--- src/design/spim_cfg_pkg.sv ---
package spim_cfg_pkg;

  // ------------------------------
  // Lane modes
  // ------------------------------

  // Number of data lanes used in the receive phase
  // The encoding follows the mode field of the flash controller, 2'b11 was QDDR
  typedef enum logic [1:0] {
    MODE_SINGLE = 2'b00,
    MODE_DUAL   = 2'b01,
    MODE_QUAD   = 2'b10
  } spim_mode_e;

  // ------------------------------
  // Bus widths
  // ------------------------------

  // Width of one word handed to the consumer
  localparam int SPIM_WORD_W = 32;

  // Width of the bit count of a read
  localparam int SPIM_CNT_W = 16;

  // Width of the command byte shifted out first
  localparam int SPIM_CMD_W = 8;

endpackage

--- src/design/spim_seq_pkg.sv ---
package spim_seq_pkg;

  // ------------------------------
  // Sequencer states
  // ------------------------------

  // Phases of one read, from chip select low to chip select high
  typedef enum logic [1:0] {
    SEQ_IDLE = 2'b00,
    SEQ_CMD  = 2'b01,
    SEQ_RX   = 2'b10,
    SEQ_END  = 2'b11
  } spim_seq_state_e;

  // Receive block states, the two wait states hold a finished word
  typedef enum logic [1:0] {
    RX_IDLE      = 2'b00,
    RX_RECEIVE   = 2'b01,
    RX_WAIT_WORD = 2'b10,
    RX_WAIT_LAST = 2'b11
  } spim_rx_state_e;

endpackage

--- src/design/spim_seq_if.sv ---
`timescale 1ns/1ns

interface spim_seq_if import spim_cfg_pkg::*; ();

  // Command phase
  logic                  tx_en;
  logic                  tx_done;
  logic                  tx_clk_en;

  // Receive phase
  logic                  rx_en;
  logic [SPIM_CNT_W-1:0] rx_cnt;
  logic                  rx_cnt_upd;
  spim_mode_e            rx_mode;
  logic                  rx_done;
  logic                  rx_idle;
  logic                  rx_clk_en;

  // Serial clock edge strobes, one clk cycle wide
  logic                  sclk_rise;
  logic                  sclk_fall;

  modport ctrl (output tx_en, rx_en, rx_cnt, rx_cnt_upd, rx_mode,
                input  tx_done, rx_done, rx_idle);
  modport tx (input  tx_en, sclk_rise, sclk_fall,
              output tx_done, tx_clk_en);
  modport rx (input  rx_en, rx_cnt, rx_cnt_upd, rx_mode, sclk_rise,
              output rx_done, rx_idle, rx_clk_en);
  modport clkgen (input tx_clk_en, rx_clk_en, output sclk_rise, sclk_fall);

endinterface

--- src/design/spim_clkgen.sv ---
`timescale 1ns/1ns

module spim_clkgen #(
  parameter int unsigned CLK_DIV = 2
) (
  input  logic            clk,
  input  logic            rstn,
  spim_seq_if.clkgen      seq_if,
  output logic            sclk_o
);

  localparam int          CNT_W = $clog2(CLK_DIV);
  localparam logic [CNT_W-1:0] CNT_LAST = CNT_W'(CLK_DIV - 1);

  logic [CNT_W-1:0] half_cnt;
  logic             clk_req;
  logic             run;

  // Either phase may ask for the serial clock
  assign clk_req = seq_if.tx_clk_en | seq_if.rx_clk_en;

  // A high half period always runs to its falling edge, so sclk_o never
  // stops high. A low half period without a request is dropped and restarts
  // from zero when the request comes back, which keeps the first low phase
  // at a full CLK_DIV cycles
  assign run = clk_req | sclk_o;

  always_ff @(posedge clk or negedge rstn) begin
    if (!rstn) begin
      half_cnt         <= '0;
      sclk_o           <= 1'b0;
      seq_if.sclk_rise <= 1'b0;
      seq_if.sclk_fall <= 1'b0;
    end else begin
      seq_if.sclk_rise <= 1'b0;
      seq_if.sclk_fall <= 1'b0;
      if (!run) begin
        half_cnt <= '0;
      end else if (half_cnt == CNT_LAST) begin
        // End of a half period, the strobe marks the cycle the pin changes
        half_cnt         <= '0;
        sclk_o           <= ~sclk_o;
        seq_if.sclk_rise <= ~sclk_o;
        seq_if.sclk_fall <= sclk_o;
      end else begin
        half_cnt <= half_cnt + 1'b1;
      end
    end
  end

  // The command and receive phases never ask for the serial clock together
  a_req_excl: assert property (@(posedge clk) disable iff (!rstn)
    !(seq_if.tx_clk_en && seq_if.rx_clk_en));

endmodule

--- src/design/spim_tx.sv ---
`timescale 1ns/1ns

module spim_tx import spim_cfg_pkg::*; (
  input  logic                  clk,
  input  logic                  rstn,
  input  logic [SPIM_CMD_W-1:0] cmd_i,
  spim_seq_if.tx                seq_if,
  output logic                  sdo_o
);

  localparam int BIT_W = $clog2(SPIM_CMD_W);

  logic [SPIM_CMD_W-1:0] shift_q;
  logic [BIT_W-1:0]      bit_cnt;
  logic                  tx_en_q;
  logic                  tx_start;
  logic                  active_q;
  logic                  last_bit;

  // ------------------------------
  // Phase control
  // ------------------------------

  assign tx_start = seq_if.tx_en & ~tx_en_q;

  // The flash has sampled the last command bit on this rising edge
  assign last_bit = active_q & seq_if.sclk_rise & (bit_cnt == BIT_W'(SPIM_CMD_W - 1));

  assign seq_if.tx_done   = last_bit;
  // The request drops with the done pulse so no ninth period is started
  assign seq_if.tx_clk_en = active_q & ~last_bit;

  always_ff @(posedge clk or negedge rstn) begin
    if (!rstn) begin
      tx_en_q  <= 1'b0;
      active_q <= 1'b0;
      bit_cnt  <= '0;
      sdo_o    <= 1'b0;
    end else begin
      tx_en_q <= seq_if.tx_en;
      if (tx_start) begin
        // MSB goes out before the first rising edge
        active_q <= 1'b1;
        bit_cnt  <= '0;
        sdo_o    <= cmd_i[SPIM_CMD_W-1];
      end else if (last_bit) begin
        active_q <= 1'b0;
        bit_cnt  <= '0;
      end else if (active_q && seq_if.sclk_rise) begin
        bit_cnt <= bit_cnt + 1'b1;
      end else if (active_q && seq_if.sclk_fall) begin
        sdo_o <= shift_q[SPIM_CMD_W-1];
      end else if (!seq_if.tx_en) begin
        sdo_o <= 1'b0;
      end
    end
  end

  // Remaining command bits, next bit always at the top
  always_ff @(posedge clk) begin
    if (tx_start) begin
      shift_q <= cmd_i << 1;
    end else if (active_q && seq_if.sclk_fall) begin
      shift_q <= shift_q << 1;
    end
  end

endmodule

--- src/design/spim_rx.sv ---
`timescale 1ns/1ns

module spim_rx import spim_cfg_pkg::*, spim_seq_pkg::*; #(
  parameter bit BIG_ENDIAN = 1'b0
) (
  input  logic                   clk,
  input  logic                   rstn,
  input  logic [3:0]             sdi_i,
  spim_seq_if.rx                 seq_if,
  output logic [SPIM_WORD_W-1:0] data_o,
  output logic                   data_valid_o,
  input  logic                   data_ready_i
);

  localparam int NBYTES = SPIM_WORD_W / 8;

  logic [SPIM_WORD_W-1:0] data_int;
  logic [SPIM_WORD_W-1:0] data_int_next;
  logic [SPIM_WORD_W-1:0] data_ordered;
  logic [SPIM_CNT_W-1:0]  counter;
  logic [SPIM_CNT_W-1:0]  counter_next;
  logic [SPIM_CNT_W-1:0]  counter_trgt;
  logic                   word_done;
  logic                   valid_d;
  spim_rx_state_e         rx_cs;
  spim_rx_state_e         rx_ns;

  // Counter holds shifts, not bits, so a word ends after 32/lanes shifts
  always_comb begin
    case (seq_if.rx_mode)
      MODE_QUAD: word_done = &counter[2:0];
      MODE_DUAL: word_done = &counter[3:0];
      default:   word_done = &counter[4:0];
    endcase
  end

  // ------------------------------
  // Next state and shift
  // ------------------------------

  always_comb begin
    rx_ns         = rx_cs;
    data_int_next = data_int;
    counter_next  = counter;
    valid_d       = 1'b0;
    case (rx_cs)
      RX_IDLE: begin
        if (seq_if.rx_en) rx_ns = RX_RECEIVE;
      end
      RX_RECEIVE: begin
        if (seq_if.sclk_rise) begin
          counter_next = counter + 1'b1;
          // Earlier bits move up, so the first bit ends at the word MSB
          case (seq_if.rx_mode)
            MODE_QUAD: data_int_next = {data_int[SPIM_WORD_W-5:0], sdi_i[3:0]};
            MODE_DUAL: data_int_next = {data_int[SPIM_WORD_W-3:0], sdi_i[1:0]};
            default:   data_int_next = {data_int[SPIM_WORD_W-2:0], sdi_i[1]};
          endcase
          if (seq_if.rx_done) begin
            counter_next = '0;
            if (data_ready_i) begin
              valid_d = 1'b1;
              rx_ns   = RX_IDLE;
            end else begin
              rx_ns = RX_WAIT_LAST;
            end
          end else if (word_done) begin
            // Consumer not ready, the serial clock stops until it is
            if (data_ready_i) valid_d = 1'b1;
            else              rx_ns   = RX_WAIT_WORD;
          end
        end
      end
      RX_WAIT_WORD: begin
        if (data_ready_i) begin
          valid_d = 1'b1;
          rx_ns   = RX_RECEIVE;
        end
      end
      RX_WAIT_LAST: begin
        if (data_ready_i) begin
          valid_d = 1'b1;
          rx_ns   = RX_IDLE;
        end
      end
      default: rx_ns = RX_IDLE;
    endcase
  end

  // First received byte lands in byte 0 unless big endian order is set
  always_comb begin
    for (int b = 0; b < NBYTES; b++) begin
      data_ordered[8*b +: 8] = data_int_next[SPIM_WORD_W-8*(b+1) +: 8];
    end
  end

  // ------------------------------
  // Registers
  // ------------------------------

  always_ff @(posedge clk or negedge rstn) begin
    if (!rstn) begin
      rx_cs            <= RX_IDLE;
      counter          <= '0;
      counter_trgt     <= '0;
      seq_if.rx_done   <= 1'b0;
      seq_if.rx_clk_en <= 1'b0;
      data_valid_o     <= 1'b0;
    end else begin
      rx_cs            <= rx_ns;
      counter          <= counter_next;
      data_valid_o     <= valid_d;
      seq_if.rx_clk_en <= (rx_ns == RX_RECEIVE);
      // Set one serial period ahead so the last shift sees it
      if (rx_cs == RX_RECEIVE && seq_if.sclk_rise) begin
        seq_if.rx_done <= (counter_next == counter_trgt - 1'b1);
      end
      // Target is kept in shifts of the selected lane count
      if (seq_if.rx_en && seq_if.rx_cnt_upd) begin
        case (seq_if.rx_mode)
          MODE_QUAD: counter_trgt <= seq_if.rx_cnt >> 2;
          MODE_DUAL: counter_trgt <= seq_if.rx_cnt >> 1;
          default:   counter_trgt <= seq_if.rx_cnt;
        endcase
      end
    end
  end

  always_ff @(posedge clk) begin
    data_int <= data_int_next;
    if (valid_d) data_o <= BIG_ENDIAN ? data_int_next : data_ordered;
  end

  assign seq_if.rx_idle = (rx_cs == RX_IDLE);

  // The sequencer holds the lane mode for the whole receive phase
  a_mode_stable: assert property (@(posedge clk) disable iff (!rstn)
    seq_if.rx_en && $past(seq_if.rx_en) |-> $stable(seq_if.rx_mode));

endmodule

--- src/design/spim_ctrl.sv ---
`timescale 1ns/1ns

module spim_ctrl import spim_cfg_pkg::*, spim_seq_pkg::*; (
  input  logic                  clk,
  input  logic                  rstn,
  input  logic                  req_i,
  input  spim_mode_e            mode_i,
  input  logic [SPIM_CNT_W-1:0] len_i,
  spim_seq_if.ctrl              seq_if,
  output logic                  csn_o,
  output logic                  busy_o
);

  spim_seq_state_e       state_q;
  spim_mode_e            mode_q;
  logic [SPIM_CNT_W-1:0] len_q;
  logic                  req_ok;

  // Requests only count in idle, a req_i while busy is dropped
  assign req_ok = req_i & (state_q == SEQ_IDLE);

  // Request fields for the receive block, held until the next request
  assign seq_if.rx_mode = mode_q;
  assign seq_if.rx_cnt  = len_q;

  always_ff @(posedge clk) begin
    if (req_ok) begin
      mode_q <= mode_i;
      len_q  <= len_i;
    end
  end

  // ------------------------------
  // Sequencer FSM
  // ------------------------------

  always_ff @(posedge clk or negedge rstn) begin
    if (!rstn) begin
      state_q           <= SEQ_IDLE;
      csn_o             <= 1'b1;
      busy_o            <= 1'b0;
      seq_if.tx_en      <= 1'b0;
      seq_if.rx_en      <= 1'b0;
      seq_if.rx_cnt_upd <= 1'b0;
    end else begin
      seq_if.rx_cnt_upd <= 1'b0;
      case (state_q)
        SEQ_IDLE: begin
          if (req_ok) begin
            // Chip select goes low together with the command start
            csn_o        <= 1'b0;
            busy_o       <= 1'b1;
            seq_if.tx_en <= 1'b1;
            state_q      <= SEQ_CMD;
          end
        end
        SEQ_CMD: begin
          if (seq_if.tx_done) begin
            seq_if.tx_en      <= 1'b0;
            seq_if.rx_en      <= 1'b1;
            seq_if.rx_cnt_upd <= 1'b1;
            state_q           <= SEQ_RX;
          end
        end
        SEQ_RX: begin
          if (seq_if.rx_done) begin
            seq_if.rx_en <= 1'b0;
            state_q      <= SEQ_END;
          end
        end
        SEQ_END: begin
          // Wait until the last word has left the receive block
          if (seq_if.rx_idle) begin
            csn_o   <= 1'b1;
            busy_o  <= 1'b0;
            state_q <= SEQ_IDLE;
          end
        end
        default: state_q <= SEQ_IDLE;
      endcase
    end
  end

  // The receive block only completes whole words
  a_len_words: assert property (@(posedge clk) disable iff (!rstn)
    req_ok |-> (len_i != '0) && (len_i[4:0] == 5'd0));

endmodule

--- src/design/spim_read_top.sv ---
`timescale 1ns/1ns

module spim_read_top import spim_cfg_pkg::*; #(
  parameter int unsigned CLK_DIV    = 2,
  parameter bit          BIG_ENDIAN = 1'b0
) (
  input  logic                   clk,
  input  logic                   rstn,
  // Request side
  input  logic                   req_i,
  input  logic [1:0]             mode_i,
  input  logic [SPIM_CMD_W-1:0]  cmd_i,
  input  logic [SPIM_CNT_W-1:0]  len_i,
  output logic                   busy_o,
  // Flash pins
  output logic                   csn_o,
  output logic                   sclk_o,
  output logic                   sdo_o,
  input  logic [3:0]             sdi_i,
  // Word output with back-pressure
  output logic [SPIM_WORD_W-1:0] data_o,
  output logic                   data_valid_o,
  input  logic                   data_ready_i
);

  spim_seq_if seq_if ();

  spim_ctrl i_spim_ctrl (
    .clk    (clk),
    .rstn   (rstn),
    .req_i  (req_i),
    .mode_i (spim_mode_e'(mode_i)),
    .len_i  (len_i),
    .seq_if (seq_if.ctrl),
    .csn_o  (csn_o),
    .busy_o (busy_o)
  );

  spim_clkgen #(.CLK_DIV(CLK_DIV)) i_spim_clkgen (
    .clk    (clk),
    .rstn   (rstn),
    .seq_if (seq_if.clkgen),
    .sclk_o (sclk_o)
  );

  spim_tx i_spim_tx (
    .clk    (clk),
    .rstn   (rstn),
    .cmd_i  (cmd_i),
    .seq_if (seq_if.tx),
    .sdo_o  (sdo_o)
  );

  spim_rx #(.BIG_ENDIAN(BIG_ENDIAN)) i_spim_rx (
    .clk          (clk),
    .rstn         (rstn),
    .sdi_i        (sdi_i),
    .seq_if       (seq_if.rx),
    .data_o       (data_o),
    .data_valid_o (data_valid_o),
    .data_ready_i (data_ready_i)
  );

endmodule

--- config.mk ---
export PLATFORM = sky130hd
export DESIGN_NAME = spim_read_top
export DESIGN_NICKNAME = d
export VERILOG_FILES = /design/src/design/spim_cfg_pkg.sv /design/src/design/spim_seq_pkg.sv /design/src/design/spim_seq_if.sv /design/src/design/spim_clkgen.sv /design/src/design/spim_tx.sv /design/src/design/spim_rx.sv /design/src/design/spim_ctrl.sv /design/src/design/spim_read_top.sv
export SDC_FILE = /design/constraint.sdc
export NUM_CORES = 1
export LEC_CHECK = 0
export BUFFER_PORTS_ARGS = -buffer_cell sky130_fd_sc_hd__buf_2
export CAP_MARGIN = 25
export CORE_ASPECT_RATIO = 0.6
export CORE_MARGIN = 3
export CORE_UTILIZATION = 31
export DETAILED_ROUTE_END_ITERATION = 10
export PLACE_DENSITY_LB_ADDON = 0.12
export SYNTH_ARGS = -nofsm -noshare
export SYNTH_HDL_FRONTEND = slang
export SYNTH_HIERARCHICAL = 1
export SYNTH_SLANG_ARGS = --single-unit
--- constraint.sdc ---
create_clock -name clk -period 5.2 [get_ports clk]
set_clock_uncertainty 0.1 [all_clocks]
set_input_delay 0.26 -clock clk [delete_from_list [all_inputs] [get_ports clk]]
set_output_delay 0.26 -clock clk [all_outputs]
set_load 0.02 [all_outputs]
==> results by stage <==
Clock network:
- Clock latency on the worst-skew pair, taken at its later pin, is 0.43 ns.
- The CTS clock-pin slew for the worst setup and hold paths is 0.07 ns.
- The hold buffer count at CTS is 21.
- The worst-case clock buffer depth is 2.
- The number of post-CTS setup repair buffers is 0.
- The H-tree generated during clock tree synthesis spans 4 levels.
- The total clock buffers created by CTS is 17.
- The post-cts sizing count is 0.
- TritonCTS built the clock tree.
- Counting every sink on the clock net gives 143.
- In this run the clock root is driven by a sky130_fd_sc_hd__clkbuf_16.

Cells and area:
- Once layout is complete, the utilization of the core stands at 38.7%.
- The share of post-route cells with drive strength above 1 is 18.2%.
- The filler cell count in the final layout is 2071.
- 0 antenna diodes ended up in the layout.
- The net count reported at finish is 805.
- Relative to the synthesized area, the layout overhead comes to 19.9%.

Timing:
- The max-slew violation count is 0.
- Setup repair after global routing left no endpoint under its margin.
- The highest attainable clock frequency is 290 MHz.
- For the pin with the worst max-slew slack, the measured transition is 0.961 ns.
- The fraction of the cycle the final worst path needs is 66.4%.
- The remaining max-slew budget at the tightest pin is 35.8%.
- The sum of negative setup slack is 0 ns.
- The post-route minimum period is 3.45 ns.
- The number of failing hold endpoints at the final stage is 0.
- The final number of setup-violating endpoints is 0.

GRT:
- The initial antenna violation count is 0.
- For this run the aggregate overflow at the end of global routing stands at 0.
- The wire length of the first global-routing pass is 26.8 mm.
- For this run, the total global-route usage over all layers was measured as 14.2%.
- The largest net degree at the start of global routing is 95.
- The number of global-route vias before repair is 4865.

Pwr:
- The maximum resistive drop on vdd is 0.000214 V.
- The cell area power density is 341 nW/µm².
- The total leakage power is 3.25 nW.

Critical path:
- STA puts the critical path data required time at 5.43 ns.
- The largest fanout on the critical path is 89.
- STA classifies the critical path endpoint as a flip-flop.
- The critical path class is reg2reg.
- The critical path launch point is i_spim_clkgen/seq_if.sclk_rise$_DFF_PN0_.
- In this run the critical register-to-register path is launched from i_spim_clkgen/seq_if.sclk_rise$_DFF_PN0_.
- STA classifies the critical path startpoint as a flip-flop.
- The endpoint arrival time on the critical path is 3.68 ns.

Min path:
- The startpoint identified for the worst hold timing path is cmd_i[6].
- The path class of the lowest-slack min-delay path is in2reg.

Floorplan:
- In this run the core area contains 41 standard-cell rows.
- In this run the horizontal extent of the chip is 199 µm.
- The y dimension of the die is 122 µm.
- The core area is 21500 µm².
- The initial utilization of the core area, before any placement, comes to 32.3%.
- The full die area is 24300 µm².
- The I/O pin count is 71.

Yosys:
- In the synthesized netlist the async set-or-reset flop fraction comes to 37.8%.
- In this run, synthesis inferred 57 flip-flops with an integrated enable.
- The count of unique library cells instantiated by Yosys is 70.
- The largest total area in the synthesized netlist belongs to sky130_fd_sc_hd__edfxtp_1.
- The net count of the mapped netlist is 740.
- The most instantiated flip-flop cell in the synthesis netlist is sky130_fd_sc_hd__edfxtp_1.
- The area share of the largest cell type after synthesis is 24.7%.
- Ranked by total cell area, the synthesized netlist is headed by sky130_fd_sc_hd__edfxtp_1, sky130_fd_sc_hd__dfrtp_1, sky130_fd_sc_hd__dfxtp_1.
- The cell count after synthesis came out at 693.
- The post-synth design cell area is 6940 µm².
- The average instance in the mapped netlist occupies 10.0 µm².
- The Yosys step of the flow raised 6 warnings.
- The sequential-to-total area share from yosys stat is 53.4%.
- Synthesis inferred 143 register bits.

Drt:
- The vias after detailed routing is 5297.
- The number of iterations in the first detailed-routing pass is 5.
- The aggregate routed wire length is 16.7 mm.
- Once detail routing completed, the nets flagged for antenna violations numbered 0.
- The first routing iteration left 558 violations.
- The per-cell routed wire length is 15.9 µm.
- The DRC violation count after routing is 0.
- The via density per instance is 5.04.

Placement:
- At the end of routability-driven placement, the weighted congestion stood at 0.793.
- The number of buffer cells added on primary ports is 70.
- The HPWL after detailed placement is 11.4 mm.

Flow run:
- The tool flagged a number of max-cap violations equal to 0.

Run status:
- The run finished with clean final reports.
[cell type report]
class | instances | area, µm² | area share, %
Multi-Input combinational cell | 486 | 2980 | 35.8
Timing Repair Buffer | 94 | 583 | 7.01
Sequential cell | 143 | 3700 | 44.5
Tap cell | 279 | 349 | 4.20
Inverter | 16 | 60.1 | 0.722
Clock buffer | 17 | 425 | 5.11
Clock inverter | 15 | 215 | 2.59
[cell usage after synthesis (all sizes together), types with 2 or more instances]
cell / number
a21o: 4
a21oi: 60
a221o: 2
a221oi: 2
a22oi: 45
a31o: 2
a31oi: 3
and2: 6
and3: 2
buf: 16
clkbuf: 32
dfrtp: 53
dfxtp: 32
edfxtp: 57
ha: 13
inv: 16
mux2: 9
mux2i: 11
nand2: 74
nand2b: 5
nand3: 10
nand3b: 2
nand4: 10
nand4b: 2
nor2: 74
nor2b: 8
nor3: 9
nor3b: 3
nor4: 9
nor4b: 4
o2111ai: 2
o211ai: 2
o21ai: 58
o2bb2ai: 2
o31ai: 4
or2: 6
or4: 6
xnor2: 16
xor2: 8
[through the flow]
step                      hold slack, ns  power, mW  cell area [µm²]  cells  setup slack, ns
after floorplan                   -0.136       1.44             6940    693             1.80
after global placement             0.336       1.50             7470    997             1.94
after detailed placement           0.338       1.51             7470    997             1.75
after CTS                        0.00255       2.88             8320   1050             1.74
after global routing              0.0235       2.97             8320   1050             1.37
final                             0.0337       2.84             8320   1050             1.75
[sequential cells by signal (all words and copies together), names as in the netlist, 2 cells and up]
name	cells
i_spim_ctrl/state_q	2
i_spim_ctrl/seq_if.rx_mode	2
i_spim_rx/data_o	32
i_spim_rx/counter_trgt	16
i_spim_rx/data_int	32
i_spim_tx/shift_q	7
i_spim_tx/bit_cnt	3
i_spim_ctrl/seq_if.rx_cnt	16
i_spim_rx/counter	16
i_spim_rx/rx_cs	2
[kinds of logic after synthesis]
kind of cell / share of synthesized area, %
flops: 53.4
simple gates: 16.9
buf+inv: 3.77
xor+xnor: 3.03
compound gates: 17.5
mux: 3.10
fa+ha+maj: 2.34
[critical path: stages, from the launching register on]
cell                       delay (ns)
sky130_fd_sc_hd__dfrtp_1         0.65
sky130_fd_sc_hd__nand3b_4        0.74
sky130_fd_sc_hd__nor4_1          0.89
sky130_fd_sc_hd__nand3_1         0.19
sky130_fd_sc_hd__mux2i_1         0.26
sky130_fd_sc_hd__xnor2_1         0.15
sky130_fd_sc_hd__nand4_1         0.11
sky130_fd_sc_hd__o31ai_1         0.22
[final timing paths]
kind	to	slack, ns	cells after the start
min	i_spim_tx/shift_q[7]$_DFFE_PP_	0.03	2
max reg2reg	i_spim_rx/seq_if.rx_done$_DFFE_PN0P_	1.75	7
min in group asynchronous	i_spim_tx/active_q$_DFFE_PN0P_	0.41	3
max	i_spim_rx/seq_if.rx_done$_DFFE_PN0P_	1.75	7
max in group asynchronous	i_spim_rx/counter[9]$_DFF_PN0_	4.09	3
min reg2reg	i_spim_ctrl/csn_o$_DFFE_PN1P_	0.37	2
[power breakdown]
| part | total (mW) | switching, mW | internal, mW | leakage, nW |
|---|---|---|---|---|
| clock | 1.34 | 0.491 | 0.849 | 0.311 |
| sequential | 1.31 | 0.0773 | 1.23 | 1.54 |
| combinational | 0.189 | 0.106 | 0.0828 | 1.39 |
[metal layers]
layer,routed length [µm],track usage [%]
met4,148,3.95
met2,6430,18.5
met3,914,3.70
met1,9250,22.8
met5,0,0
[cell usage in the layout (no fill, tap or decap), drive strengths merged, types with 4 or more instances in the layout]
cell type | Yosys | routed
a21o | 4 | 4
a21oi | 60 | 60
a22oi | 45 | 45
and2 | 6 | 6
buf | 16 | 73
bufinv | 0 | 5
clkbuf | 32 | 17
clkinv | 0 | 6
dfrtp | 53 | 53
dfxtp | 32 | 32
dlygate4sd3 | 0 | 21
edfxtp | 57 | 57
ha | 13 | 13
inv | 16 | 18
mux2 | 9 | 9
mux2i | 11 | 11
nand2 | 74 | 74
nand2b | 5 | 5
nand3 | 10 | 10
nand4 | 10 | 10
nor2 | 74 | 74
nor2b | 8 | 8
nor3 | 9 | 9
nor4 | 9 | 9
nor4b | 4 | 4
o21ai | 58 | 58
o31ai | 4 | 4
or2 | 6 | 6
or4 | 6 | 6
xnor2 | 16 | 16
xor2 | 8 | 8
(Power assumes the default switching activity.)
